===== src/verilog/ctrlPkg.sv =====
package ctrlPkg;

    // Register address
    // Bit 5 selects the counter bank, bits 3:1 the counter, bit 0 the half
    typedef logic [6:0] regAddr;
    typedef logic [31:0] dataWord;
    // One enable per byte lane
    typedef logic [3:0] byteMask;
    typedef logic [63:0] counter64;
    typedef logic [1:0] irqFlags;
    typedef logic [15:0] gpioWord;

    // One write request on the register bus, 44 bits
    typedef struct packed {
        logic en;
        regAddr addr;
        byteMask mask;
        dataWord data;
    } regWrite;

    // Interrupt information from the core
    typedef struct packed {
        dataWord src;
        dataWord memAddr;
        irqFlags flags;
    } irqInfo;

    // Single-bit pipeline events
    typedef struct packed {
        logic mispredFlush;
        logic branchMispred;
        logic comBranch;
    } perfEvents;

    // Counter bank, cycles in the top bits
    typedef struct packed {
        counter64 cycles;
        counter64 fetched;
        counter64 executed;
        counter64 committed;
        counter64 mispredicts;
        counter64 branches;
    } perfBank;

    // Shift engine phases
    typedef enum logic [1:0] {
        idle,
        clockLow,
        clockHigh
    } spiState;

    // 32-bit bank indices
    localparam logic [4:0] regIrqHandler = 5'd0;
    localparam logic [4:0] regIrqSrc = 5'd1;
    localparam logic [4:0] regIrqAddr = 5'd2;
    localparam logic [4:0] regStatus = 5'd3;
    localparam logic [4:0] regSpi = 5'd4;
    localparam logic [4:0] regGpioOut = 5'd5;
    localparam logic [4:0] regGpioCtrl = 5'd6;
    localparam logic [4:0] regGpioIn = 5'd7;
    localparam logic [4:0] regRamMapBase = 5'd8;

    // Byte-lane merge of a write into an old word
    function automatic dataWord mergeBytes(dataWord oldWord, dataWord newWord, byteMask mask);
        dataWord result;
        result = oldWord;
        for (int b = 0; b < 4; b++) begin
            if (mask[b])
                result[b*8 +: 8] = newWord[b*8 +: 8];
        end
        return result;
    endfunction

endpackage

===== src/verilog/ctrlSubsystem.sv =====
module ctrlSubsystem #(
    parameter int numUops = 4,
    parameter int numWbs = 4
) (
    input logic clk,
    input logic rst,
    input ctrlPkg::regWrite wr,
    input logic rdEn,
    input ctrlPkg::regAddr rdAddr,
    output ctrlPkg::dataWord rdData,
    output logic rdValid,
    input logic [numUops-1:0] fetchValid,
    input logic [numUops-1:0] commitValid,
    input logic [numWbs-1:0] wbValid,
    input ctrlPkg::perfEvents events,
    input logic irqTaken,
    input ctrlPkg::irqInfo irq,
    output ctrlPkg::dataWord irqAddr,
    output ctrlPkg::gpioWord gpioOe,
    output ctrlPkg::gpioWord gpioOut,
    input ctrlPkg::gpioWord gpioIn,
    output logic spiClk,
    output logic spiMosi,
    input logic spiMiso,
    output logic ioBusy
);

    ctrlPkg::perfBank counters;
    // Register block to SPI
    logic spiStart;
    logic [5:0] spiBits;
    ctrlPkg::dataWord spiLoad;
    ctrlPkg::dataWord spiData;
    logic spiBusy;
    // Register block to GPIO
    logic gpioOutWe;
    logic gpioCtrlWe;
    ctrlPkg::byteMask wrMask;
    ctrlPkg::dataWord wrData;
    ctrlPkg::dataWord gpioOutReg;
    ctrlPkg::dataWord gpioCtrlReg;
    logic gpioBusy;

    controlRegs controlRegs_inst (
        .clk(clk), .rst(rst), .wr(wr), .rdEn(rdEn), .rdAddr(rdAddr),
        .irqTaken(irqTaken), .irq(irq), .gpioIn(gpioIn), .counters(counters),
        .spiData(spiData), .gpioOutReg(gpioOutReg), .gpioCtrlReg(gpioCtrlReg),
        .rdData(rdData), .rdValid(rdValid), .irqAddr(irqAddr),
        .spiStart(spiStart), .spiBits(spiBits), .spiLoad(spiLoad),
        .gpioOutWe(gpioOutWe), .gpioCtrlWe(gpioCtrlWe),
        .wrMask(wrMask), .wrData(wrData)
    );

    perfCounters #(.numUops(numUops), .numWbs(numWbs)) perfCounters_inst (
        .clk(clk), .rst(rst), .fetchValid(fetchValid), .commitValid(commitValid),
        .wbValid(wbValid), .events(events), .counters(counters)
    );

    spiMaster spiMaster_inst (
        .clk(clk), .rst(rst), .start(spiStart), .bits(spiBits), .load(spiLoad),
        .miso(spiMiso), .sclk(spiClk), .mosi(spiMosi), .data(spiData), .busy(spiBusy)
    );

    gpioPort gpioPort_inst (
        .clk(clk), .rst(rst), .outWe(gpioOutWe), .ctrlWe(gpioCtrlWe),
        .mask(wrMask), .wdata(wrData), .oe(gpioOe), .out(gpioOut),
        .outReg(gpioOutReg), .ctrlReg(gpioCtrlReg), .busy(gpioBusy)
    );

    // Any I/O activity in flight
    assign ioBusy = spiBusy | gpioBusy;

endmodule


===== src/verilog/controlRegs.sv =====
module controlRegs (
    input logic clk,
    input logic rst,
    input ctrlPkg::regWrite wr,
    input logic rdEn,
    input ctrlPkg::regAddr rdAddr,
    input logic irqTaken,
    input ctrlPkg::irqInfo irq,
    input ctrlPkg::gpioWord gpioIn,
    input ctrlPkg::perfBank counters,
    input ctrlPkg::dataWord spiData,
    input ctrlPkg::dataWord gpioOutReg,
    input ctrlPkg::dataWord gpioCtrlReg,
    output ctrlPkg::dataWord rdData,
    output logic rdValid,
    output ctrlPkg::dataWord irqAddr,
    output logic spiStart,
    output logic [5:0] spiBits,
    output ctrlPkg::dataWord spiLoad,
    output logic gpioOutWe,
    output logic gpioCtrlWe,
    output ctrlPkg::byteMask wrMask,
    output ctrlPkg::dataWord wrData
);

    // Registered access strobes
    ctrlPkg::regWrite wrReg;
    logic rdEnReg;
    ctrlPkg::regAddr rdAddrReg;

    // Local storage: 0 to 3, then the RAM map 8 to 15
    ctrlPkg::dataWord lowRegs [4];
    ctrlPkg::dataWord ramMap [8];

    // Write decode
    logic wrLocal;
    logic [4:0] wrIdx;

    // Read path
    ctrlPkg::counter64 cntSel;
    ctrlPkg::dataWord rdMux;

    always_ff @(posedge clk) begin
        if (rst) begin
            wrReg <= '0;
            rdEnReg <= 1'b0;
        end else begin
            wrReg <= wr;
            rdEnReg <= rdEn;
        end
    end

    always_ff @(posedge clk) begin
        rdAddrReg <= rdAddr;
    end

    // Counter bank writes are dropped here
    assign wrLocal = wrReg.en && !wrReg.addr[5];
    assign wrIdx = wrReg.addr[4:0];

    // SPI start on any regSpi write
    assign spiStart = wrLocal && (wrIdx == ctrlPkg::regSpi);
    assign spiLoad = ctrlPkg::mergeBytes(spiData, wrReg.data, wrReg.mask);

    // Transfer length from the byte mask, zero just stores
    always_comb begin
        case (wrReg.mask)
            4'b1111: spiBits = 6'd32;
            4'b1100: spiBits = 6'd16;
            4'b1000: spiBits = 6'd8;
            default: spiBits = 6'd0;
        endcase
    end

    // GPIO registers live in the port
    assign gpioOutWe = wrLocal && (wrIdx == ctrlPkg::regGpioOut);
    assign gpioCtrlWe = wrLocal && (wrIdx == ctrlPkg::regGpioCtrl);
    assign wrMask = wrReg.mask;
    assign wrData = wrReg.data;

    always_ff @(posedge clk) begin
        if (rst) begin
            for (int i = 0; i < 4; i++)
                lowRegs[i] <= '0;
            // RAM map resets to index << 8
            for (int i = 0; i < 8; i++)
                ramMap[i] <= ctrlPkg::dataWord'((ctrlPkg::regRamMapBase + i) << 8);
        end else begin
            if (wrLocal && wrIdx < ctrlPkg::regSpi)
                lowRegs[wrIdx[1:0]] <= ctrlPkg::mergeBytes(lowRegs[wrIdx[1:0]],
                                                           wrReg.data, wrReg.mask);
            if (wrLocal && !wrIdx[4] && wrIdx >= ctrlPkg::regRamMapBase)
                ramMap[wrIdx[2:0]] <= ctrlPkg::mergeBytes(ramMap[wrIdx[2:0]],
                                                          wrReg.data, wrReg.mask);

            // Interrupt capture overrides a same-cycle write
            if (irqTaken) begin
                lowRegs[ctrlPkg::regIrqSrc[1:0]] <= irq.src;
                lowRegs[ctrlPkg::regIrqAddr[1:0]] <= {irq.memAddr[31:2], irq.flags};
            end
        end
    end

    // Handler address straight out
    assign irqAddr = lowRegs[ctrlPkg::regIrqHandler[1:0]];

    // Counter select, 6 and 7 are empty
    always_comb begin
        case (rdAddrReg[3:1])
            3'd0: cntSel = counters.cycles;
            3'd1: cntSel = counters.fetched;
            3'd2: cntSel = counters.executed;
            3'd3: cntSel = counters.committed;
            3'd4: cntSel = counters.mispredicts;
            3'd5: cntSel = counters.branches;
            default: cntSel = '0;
        endcase
    end

    always_comb begin
        if (rdAddrReg[5]) begin
            // Bit 0 picks the upper half
            rdMux = rdAddrReg[0] ? cntSel[63:32] : cntSel[31:0];
        end else begin
            case (rdAddrReg[4:0])
                ctrlPkg::regIrqHandler,
                ctrlPkg::regIrqSrc,
                ctrlPkg::regIrqAddr,
                ctrlPkg::regStatus: rdMux = lowRegs[rdAddrReg[1:0]];
                ctrlPkg::regSpi: rdMux = spiData;
                ctrlPkg::regGpioOut: rdMux = gpioOutReg;
                ctrlPkg::regGpioCtrl: rdMux = gpioCtrlReg;
                ctrlPkg::regGpioIn: rdMux = {16'b0, gpioIn};
                // RAM map, 16 and up read zero
                default: rdMux = rdAddrReg[4] ? '0 : ramMap[rdAddrReg[2:0]];
            endcase
        end
    end

    // One-cycle read valid
    always_ff @(posedge clk) begin
        if (rst)
            rdValid <= 1'b0;
        else
            rdValid <= rdEnReg;
    end

    always_ff @(posedge clk) begin
        if (rdEnReg)
            rdData <= rdMux;
    end

endmodule


===== src/verilog/gpioPort.sv =====
module gpioPort (
    input logic clk,
    input logic rst,
    input logic outWe,
    input logic ctrlWe,
    input ctrlPkg::byteMask mask,
    input ctrlPkg::dataWord wdata,
    output ctrlPkg::gpioWord oe,
    output ctrlPkg::gpioWord out,
    output ctrlPkg::dataWord outReg,
    output ctrlPkg::dataWord ctrlReg,
    output logic busy
);

    // Cycles left before the upper byte update
    logic [7:0] delayCnt;
    logic [7:0] setMask;
    logic [7:0] clrMask;

    // Control fields: delay 7:0, set 15:8, clear 23:16
    assign setMask = ctrlReg[15:8];
    assign clrMask = ctrlReg[23:16];

    always_ff @(posedge clk) begin
        if (rst) begin
            outReg <= '0;
            ctrlReg <= '0;
            delayCnt <= '0;
        end else begin
            if (ctrlWe)
                ctrlReg <= ctrlPkg::mergeBytes(ctrlReg, wdata, mask);

            // Output write restarts the delay
            if (outWe) begin
                outReg <= ctrlPkg::mergeBytes(outReg, wdata, mask);
                delayCnt <= ctrlReg[7:0];
            end else if (delayCnt != 8'd0) begin
                delayCnt <= delayCnt - 8'd1;
            end

            // Expired delay applies set then clear
            // A direct write of byte 3 takes priority
            if (delayCnt == 8'd0 && !(outWe && mask[3]))
                outReg[31:24] <= (outReg[31:24] | setMask) & ~clrMask;
        end
    end

    // Pins straight from the output register
    assign oe = outReg[15:0];
    assign out = outReg[31:16];
    assign busy = (delayCnt != 8'd0);

endmodule


===== src/verilog/spiMaster.sv =====
module spiMaster (
    input logic clk,
    input logic rst,
    input logic start,
    input logic [5:0] bits,
    input ctrlPkg::dataWord load,
    input logic miso,
    output logic sclk,
    output logic mosi,
    output ctrlPkg::dataWord data,
    output logic busy
);

    ctrlPkg::spiState state;
    ctrlPkg::dataWord shiftReg;
    // Bits still to clock
    logic [5:0] bitCnt;

    always_ff @(posedge clk) begin
        if (rst) begin
            state <= ctrlPkg::idle;
            sclk <= 1'b0;
            mosi <= 1'b0;
            bitCnt <= '0;
            shiftReg <= '0;
        end else begin
            case (state)
                ctrlPkg::idle: begin
                    // Start loads the word, zero length only stores it
                    if (start) begin
                        shiftReg <= load;
                        mosi <= load[31];
                        bitCnt <= bits;
                        if (bits != 6'd0)
                            state <= ctrlPkg::clockLow;
                    end
                end
                ctrlPkg::clockLow: begin
                    // Rising edge, sample miso into bit 0
                    sclk <= 1'b1;
                    shiftReg <= {shiftReg[30:0], miso};
                    bitCnt <= bitCnt - 6'd1;
                    state <= ctrlPkg::clockHigh;
                end
                ctrlPkg::clockHigh: begin
                    // Falling edge, next bit out
                    sclk <= 1'b0;
                    mosi <= shiftReg[31];
                    if (bitCnt == 6'd0)
                        state <= ctrlPkg::idle;
                    else
                        state <= ctrlPkg::clockLow;
                end
                default: state <= ctrlPkg::idle;
            endcase
        end
    end

    assign data = shiftReg;
    // Busy for 2n cycles per transfer
    assign busy = (state != ctrlPkg::idle);

endmodule


===== src/verilog/perfCounters.sv =====
module perfCounters #(
    parameter int numUops = 4,
    parameter int numWbs = 4
) (
    input logic clk,
    input logic rst,
    input logic [numUops-1:0] fetchValid,
    input logic [numUops-1:0] commitValid,
    input logic [numWbs-1:0] wbValid,
    input ctrlPkg::perfEvents events,
    output ctrlPkg::perfBank counters
);

    // Per-cycle increments
    ctrlPkg::counter64 fetchCnt;
    ctrlPkg::counter64 commitCnt;
    ctrlPkg::counter64 wbCnt;

    // Population counts of the slot vectors
    always_comb begin
        fetchCnt = '0;
        commitCnt = '0;
        for (int i = 0; i < numUops; i++) begin
            fetchCnt = fetchCnt + {63'b0, fetchValid[i]};
            commitCnt = commitCnt + {63'b0, commitValid[i]};
        end
    end

    always_comb begin
        wbCnt = '0;
        for (int i = 0; i < numWbs; i++)
            wbCnt = wbCnt + {63'b0, wbValid[i]};
    end

    always_ff @(posedge clk) begin
        if (rst) begin
            counters <= '0;
        end else begin
            // Free-running cycle count
            counters.cycles <= counters.cycles + 64'd1;
            counters.fetched <= counters.fetched + fetchCnt;
            counters.executed <= counters.executed + wbCnt;
            // Flushed commits don't retire
            if (!events.mispredFlush)
                counters.committed <= counters.committed + commitCnt;
            if (events.branchMispred)
                counters.mispredicts <= counters.mispredicts + 64'd1;
            if (events.comBranch)
                counters.branches <= counters.branches + 64'd1;
        end
    end

endmodule


===== config.mk =====
export PLATFORM = sky130hd
export DESIGN_NAME = ctrlSubsystem
export DESIGN_NICKNAME = d
export VERILOG_FILES = /design/src/verilog/ctrlPkg.sv /design/src/verilog/ctrlSubsystem.sv /design/src/verilog/controlRegs.sv /design/src/verilog/gpioPort.sv /design/src/verilog/spiMaster.sv /design/src/verilog/perfCounters.sv
export SDC_FILE = /design/constraint.sdc
export NUM_CORES = 2
export LEC_CHECK = 0
export ABC_CLOCK_PERIOD_IN_PS = 4110
export BUFFER_PORTS_ARGS = -buffer_cell sky130_fd_sc_hd__buf_2
export CORE_ASPECT_RATIO = 1.5
export CORE_MARGIN = 8
export CORE_UTILIZATION = 45
export CTS_BUF_LIST = sky130_fd_sc_hd__clkbuf_16
export CTS_CLUSTER_SIZE = 20
export DETAILED_ROUTE_END_ITERATION = 16
export PLACE_DENSITY = 0.75
export SETUP_SLACK_MARGIN = 0.4
export SYNTH_ARGS = -nofsm -noshare
export SYNTH_HDL_FRONTEND = slang
export SYNTH_SLANG_ARGS = --single-unit

===== constraint.sdc =====
create_clock -name clk -period 4.11 [get_ports clk]
set_clock_uncertainty 0.15 [all_clocks]
set_input_delay 0.822 -clock clk [delete_from_list [all_inputs] [get_ports clk]]
set_output_delay 0.822 -clock clk [all_outputs]
set_load 0.02 [all_outputs]

---- After elaboration in Yosys (flattened, before gate mapping) ----
Memories as Yosys holds them, arrays and structs flattened. A register that Yosys moved wholly into a read port is not among the register bits.
Index checks and enable logic that the tools add are counted.
storage, ports and cells
  input bits .............................. 153
  word-level logic and storage cells ...... 243
  memory bits (writable) .................. 384
  flip-flop bits (word level) ............. 581
  output and inout port bits .............. 100
  memories ................................ 2
memory list
  memory                    words  bits a word  read ports  clocked after memory_dff  write ports  line               source
  controlRegs_inst.ramMap   8      32           1           1                         8            controlRegs.sv:33  ctrlPkg::dataWord ramMap [8];
  controlRegs_inst.lowRegs  4      32           2           1                         4            controlRegs.sv:32  ctrlPkg::dataWord lowRegs [4];
cells by class
  equality and inequality tests ........... 36
  add/subtract/negate cells ............... 17
  magnitude comparators ................... 2
  mux-type cells .......................... 72
  reductions and logical operators ........ 52
  bitwise operators ....................... 30
operator list
  kind                                                             number
  64-bit by 1-bit adder with 64-bit output                         6
  64-bit case mux with 6 select lines                              1
  32-bit two-way mux                                               9
  8-bit two-way mux                                                35
  64-bit by 1-bit adder with 64-bit output, second input constant  3
  64-bit adder                                                     3
  32-bit case mux with 5 select lines                              1
  32-bit case mux with 2 select lines                              1
  32-bit OR reduction                                              2
  2-bit AND reduction                                              19
  5-bit by 3-bit == test with 1-bit output, second input constant  7
  3-bit inequality test, second input constant                     8
  6-bit case mux with 3 select lines                               1
  1-bit AND                                                        16
  2-bit nonzero test                                               7
  1-bit two-way mux                                                13
  4-bit == test, second input constant                             3
  6-bit case mux with 2 select lines                               1
  3-bit AND reduction                                              4
  5-bit by 2-bit == test with 1-bit output, second input constant  2
  2-bit inequality test, second input constant                     5
  1-bit logical AND                                                9
  8-bit AND                                                        1
  8-bit logical NOT                                                1
  30 further kinds                                                 51

---- Depth between registers and ports, before layout ----
  word-level depth ........................ 11
  gate-level depth with buffers ........... 12
  gate-level depth less buffers ........... 11

---- By module ----
From an unflattened synthesis, not the netlist that was laid out.
second synthesis, totals
  cell total of the unflattened synthesis .. 4918
  area total of the unflattened synthesis .. 49461.2 um2
by module, submodules not included
  module         sequential area each (um2)  cells each  times used  area each (um2)
  controlRegs    13513.0                     2082        1           25715.9
  perfCounters   7687.4                      2218        1           18346.3
  gpioPort       1441.4                      390         1           3090.5
  spiMaster      840.8                       227         1           2302.2
  ctrlSubsystem  0.0                         1           1           6.3

---- Worst setup path before layout ----
OpenSTA, ideal clock, no wires.
  path type ............................... input -> register
  from .................................... in commitValid[0]
  to ...................................... reg, netlist name perfCounters_inst.counters[178]
  setup time .............................. 0.070 ns
  arrival ................................. 3.771 ns
  buffers on the path ..................... 0
  stages on the path ...................... 11
  setup slack ............................. 0.118 ns
  required time ........................... 3.890 ns
  cells stage by stage .................... ha_1 > inv_1 > fa_1 > inv_1 > ha_1 > fa_1 > a21oi_1 > or4b_4 > or4b_1 > or4_1 > a21oi_1
between the ends
  word-level cells in the longest chain between the ends .. 4
RTL lines
  element                                                 line                 source
  from (decl)                                             ctrlSubsystem.sv:13  input logic [numUops-1:0] commitValid,
  1-bit by 1-bit adder with 2-bit output                  perfCounters.sv:25   commitCnt = commitCnt + {63'b0, commitValid[i]};
  64-bit by 1-bit adder with 64-bit output (2 in series)  perfCounters.sv:25
  64-bit adder                                            perfCounters.sv:45   counters.committed <= counters.committed + commitCnt;
Every way passes these cells.
A chain may end at the register's enable or synchronous reset.

---- Final worst setup path ----
  from .................................... reg gpioPort_inst.delayCnt[0]
  to ...................................... out ioBusy
between the ends
  word-level cells in the longest chain between the ends .. 2
RTL lines
  element                 line                 source
  from (decl)             gpioPort.sv:16       logic [7:0] delayCnt;
  from (signal assigned)  gpioPort.sv:36       delayCnt <= ctrlReg[7:0];
  from (signal assigned)  gpioPort.sv:38       delayCnt <= delayCnt - 8'd1;
  8-bit nonzero test      gpioPort.sv:51       assign busy = (delayCnt != 8'd0);
  1-bit bitwise OR        ctrlSubsystem.sv:71  assign ioBusy = spiBusy | gpioBusy;
  to (decl)               ctrlSubsystem.sv:25  output logic ioBusy
Every way passes these cells.

==> impl_metrics.py <==
metrics = {
    "worst_setup_path": {
        "cp-start-kind": "flop",
        "path_delay_family": "simple AND/OR/NAND/NOR gates",
        "critPathKind": "reg2out",
        "critPathArrivalTime_ns": 2.57,
        "crit_slowest_cell": "or4b_2",
        "path_buf_inv": 2,
        "cp_max_fo": 5,
        "crit_chain": "inv_1, ha_1, or4b_2, nor4_2, nand2_1, buf_2",
        "crit_path_max_incr_delay_ns": 0.68,
        "cp.required_ns": 3.14,
        "critPathCaptureType": "output pin",
    },
    "timing": {
        "fmax_ghz": 0.282,
        "drv_slew": 0,
        "fin_hold_ws_ns": 0.0737,
        "relSlewSlack_pct": 21.8,
        "setup_viol": 0,
        "max_slew.worst_pin.slew_ns": 1.16,
        "period_minus_slack_ns": 3.54,
        "fin_crit_sh_pct": 86.2,
        "rsz0062_at_grt": "false",
        "finalHoldViolCount": 0,
    },
    "layout": {
        "layout_commonest_cell": "dfxtp_1",
        "design_area_um2": 53700,
        "nets": 5077,
        "drive_gt1_share_pct": 16.5,
        "final_cell_mix": "dfxtp_1, nor2_1, edfxtp_1",
        "area_growth_pct": 13.6,
    },
    "clock_tree": {
        "cts_root_buf": "clkbuf_16",
        "holdBufCountCts": 0,
        "cts_max_level": 3,
        "clk_pin_slew_ns": 0.06,
        "cts_tree": "built",
        "insertion_delay_ns": 0.70,
        "cts_sinks": 965,
        "cts-buffers-inserted": 93,
        "clk_path_buf_depth": 3,
    },
    "status": {
        "outcome": "complete, no violations",
    },
    "placed_design": {
        "io_buffers": 248,
        "finalWeightedCongestion": 0.983,
        "dp_hpwl_um": 118000,
        "dpl_cell_area_um2": 50600,
    },
    "power": {
        "seqPwrFrac_pct": 49.6,
        "switching_share_pct": 25.8,
        "p_int_w": 0.0158,
        "power_density_nw_per_um2": 397,
        "p_clk_share_pct": 41.1,
        "peakVddDrop_mv": 0.375,
        "total_power_w": 0.0213,
        "combPwrFrac_pct": 9.3,
        "p_leak_nw": 18.7,
        "p_switching_w": 0.00550,
    },
    "routing": {
        "drtAntennaViolNets": 0,
        "routed_wl_um": 161000,
        "wl_per_cell_um": 25.3,
        "drc": 0,
        "wl_met3_um": 12900,
        "drt_iter0_markers": 4122,
        "highest_layer": "met5",
        "routed_via_density": 6.18,
        "wl_met2_um": 77500,
        "vias": 39373,
        "wl_met1_um": 56000,
        "dr.pass1.iters": 6,
    },
    "global_routing": {
        "grt_max_degree": 196,
        "grt_pass1_wl_um": 237000,
        "antenna_found_initial": 5,
        "grt-ovfl-total": 0,
        "grt_pass1_vias": 38229,
        "grt_usage_pct": 27.0,
    },
    "logic_synthesis": {
        "synth_seq_area_share_pct": 49.7,
        "syn-cell-area_um2": 47200,
        "synth_top_cell_area_share_pct": 26.4,
        "synth_top_cell_by_area": "edfxtp_1",
        "synthesis.instances": 4669,
        "async_flop_share_pct": 0,
        "syn_nets": 4853,
        "synth-edff-count": 416,
        "ys_ff_latch": 965,
        "synthTopCellsByArea": "edfxtp_1, dfxtp_1, mux4_2",
        "avgSynthCellArea_um2": 10.1,
        "yosysUniqueCellTypes": 75,
        "yosys_most_used_dff": "dfxtp_1",
        "synth_warnings": 0,
    },
    "floorplan": {
        "dieArea_um2": 116000,
        "initial_core_util_pct": 45.4,
        "fp.coreArea_um2": 104000,
        "die_y_um": 413,
        "die_x_um": 281,
        "io_pins": 253,
        "num_rows": 145,
    },
    "job": {
        "max_cap_violations": 0,
    },
    "hold_path": {
        "hp-class": "in2reg",
    },
}
-- logic make-up after synthesis --
group / count (synthesis) / synth area share (%)
and+or+nand+nor: 1919 / 21.6
DFF: 965 / 49.7
adders and majority gates: 31 / 0.916
buffers and inverters: 370 / 2.97
muxes: 265 / 8.81
xor gates and xnor gates: 199 / 3.69
AOI/OAI and AO/OA: 920 / 12.4
-- synth_stat cells (all sizes together), types with 117 or more instances --
cell type,n
dfxtp,549
and2,312
clkbuf,262
nand2,289
mux4,117
a21oi,379
nand3,200
or3,142
xor2,120
nor2,416
nand4,168
o21ai,145
edfxtp,416
-- flip-flops by register name (all words and copies together), names as in the netlist, 2 cells and up --
name,count
gpioPort_inst.outReg,32
controlRegs_inst.wrIdx,5
controlRegs_inst.rdData,32
gpioPort_inst.ctrlReg,32
gpioPort_inst.delayCnt,8
controlRegs_inst.ramMap,256
spiMaster_inst.state,2
controlRegs_inst.lowRegs,128
spiMaster_inst.bitCnt,6
controlRegs_inst.wrMask,4
controlRegs_inst.wrReg,2
perfCounters_inst.counters,384
controlRegs_inst.wrData,32
controlRegs_inst.rdAddrReg,6
spiMaster_inst.data,32
-- through the flow --
step | TNS (ns) | util [%] | setup WS [ns] | std cells
6_report | 0 | 51.5 | 0.569 | 6369
5_1_grt | 0 | 51.5 | 0.426 | 6366
4_1_cts | 0 | 51.5 | 0.468 | 6366
3_5_place_dp | -0.344 | 48.6 | -0.0925 | 6194
3_3_place_gp | -0.338 | 48.6 | -0.0851 | 6194
2_1_floorplan | 0 | - | 0.257 | 4669
-- layer usage --
metal | up-vias | track usage, %
met5 | - | 0
met4 | 2 | 20.9
met3 | 524 | 4.47
met2 | 1988 | 46.0
met1 | 19102 | 29.7
li1 | 17757 | -
-- worst register-to-register path: cells and delay by family (launching register included) --
kind                       cells  cell delay (ns)
and+or+nand+nor                3             1.12
adders and majority gates      3             1.10
DFF                            1             0.48
buffers and inverters          3             0.39
AOI/OAI and AO/OA              2             0.25
-- final cells by class --
| cell class | instances | area [um2] |
|---|---|---|
| fillers | 9301 | 50500 |
| flip-flops and latches | 965 | 23500 |
| multi-input cells | 3334 | 22400 |
| repair buffers | 425 | 2630 |
| clock buffers | 99 | 2480 |
| well taps | 1396 | 1750 |
| clock inverters | 73 | 579 |
| inverters | 74 | 278 |
| diodes | 3 | 7.51 |
-- repair_timing --
item	4_1_cts	5_1_grt
resized for setup	0	1
setup endpoints to repair	0	9
setup buffers	0	0
-- final timing paths --
path / from / end / slack (ns) / depth (start not counted)
hold reg to reg: gpioPort_inst.ctrlReg[30] / gpioPort_inst.ctrlReg[30] / 0.30 / 2
setup reg to reg: perfCounters_inst.counters[256] / perfCounters_inst.counters[296] / 0.58 / 11
setup / recovery: gpioPort_inst.delayCnt[0] / ioBusy / 0.57 / 6
hold / removal: rdAddr[0] / controlRegs_inst.rdAddrReg[0] / 0.07 / 1
-- power groups by stage --
| stage | clock network (W) | registers (W) | logic, W |
|---|---|---|---|
| CTS | 0.00881 | 0.0106 | 0.00197 |
| floorplan | 0 | 0.0106 | 0.00129 |
| detailed placement | 0 | 0.0108 | 0.00195 |
| global placement | 0 | 0.0108 | 0.00192 |
| global route | 0.00915 | 0.0106 | 0.00212 |
| finish | 0.00875 | 0.0106 | 0.00199 |
Note: power is estimated with default switching activity, not from simulation.
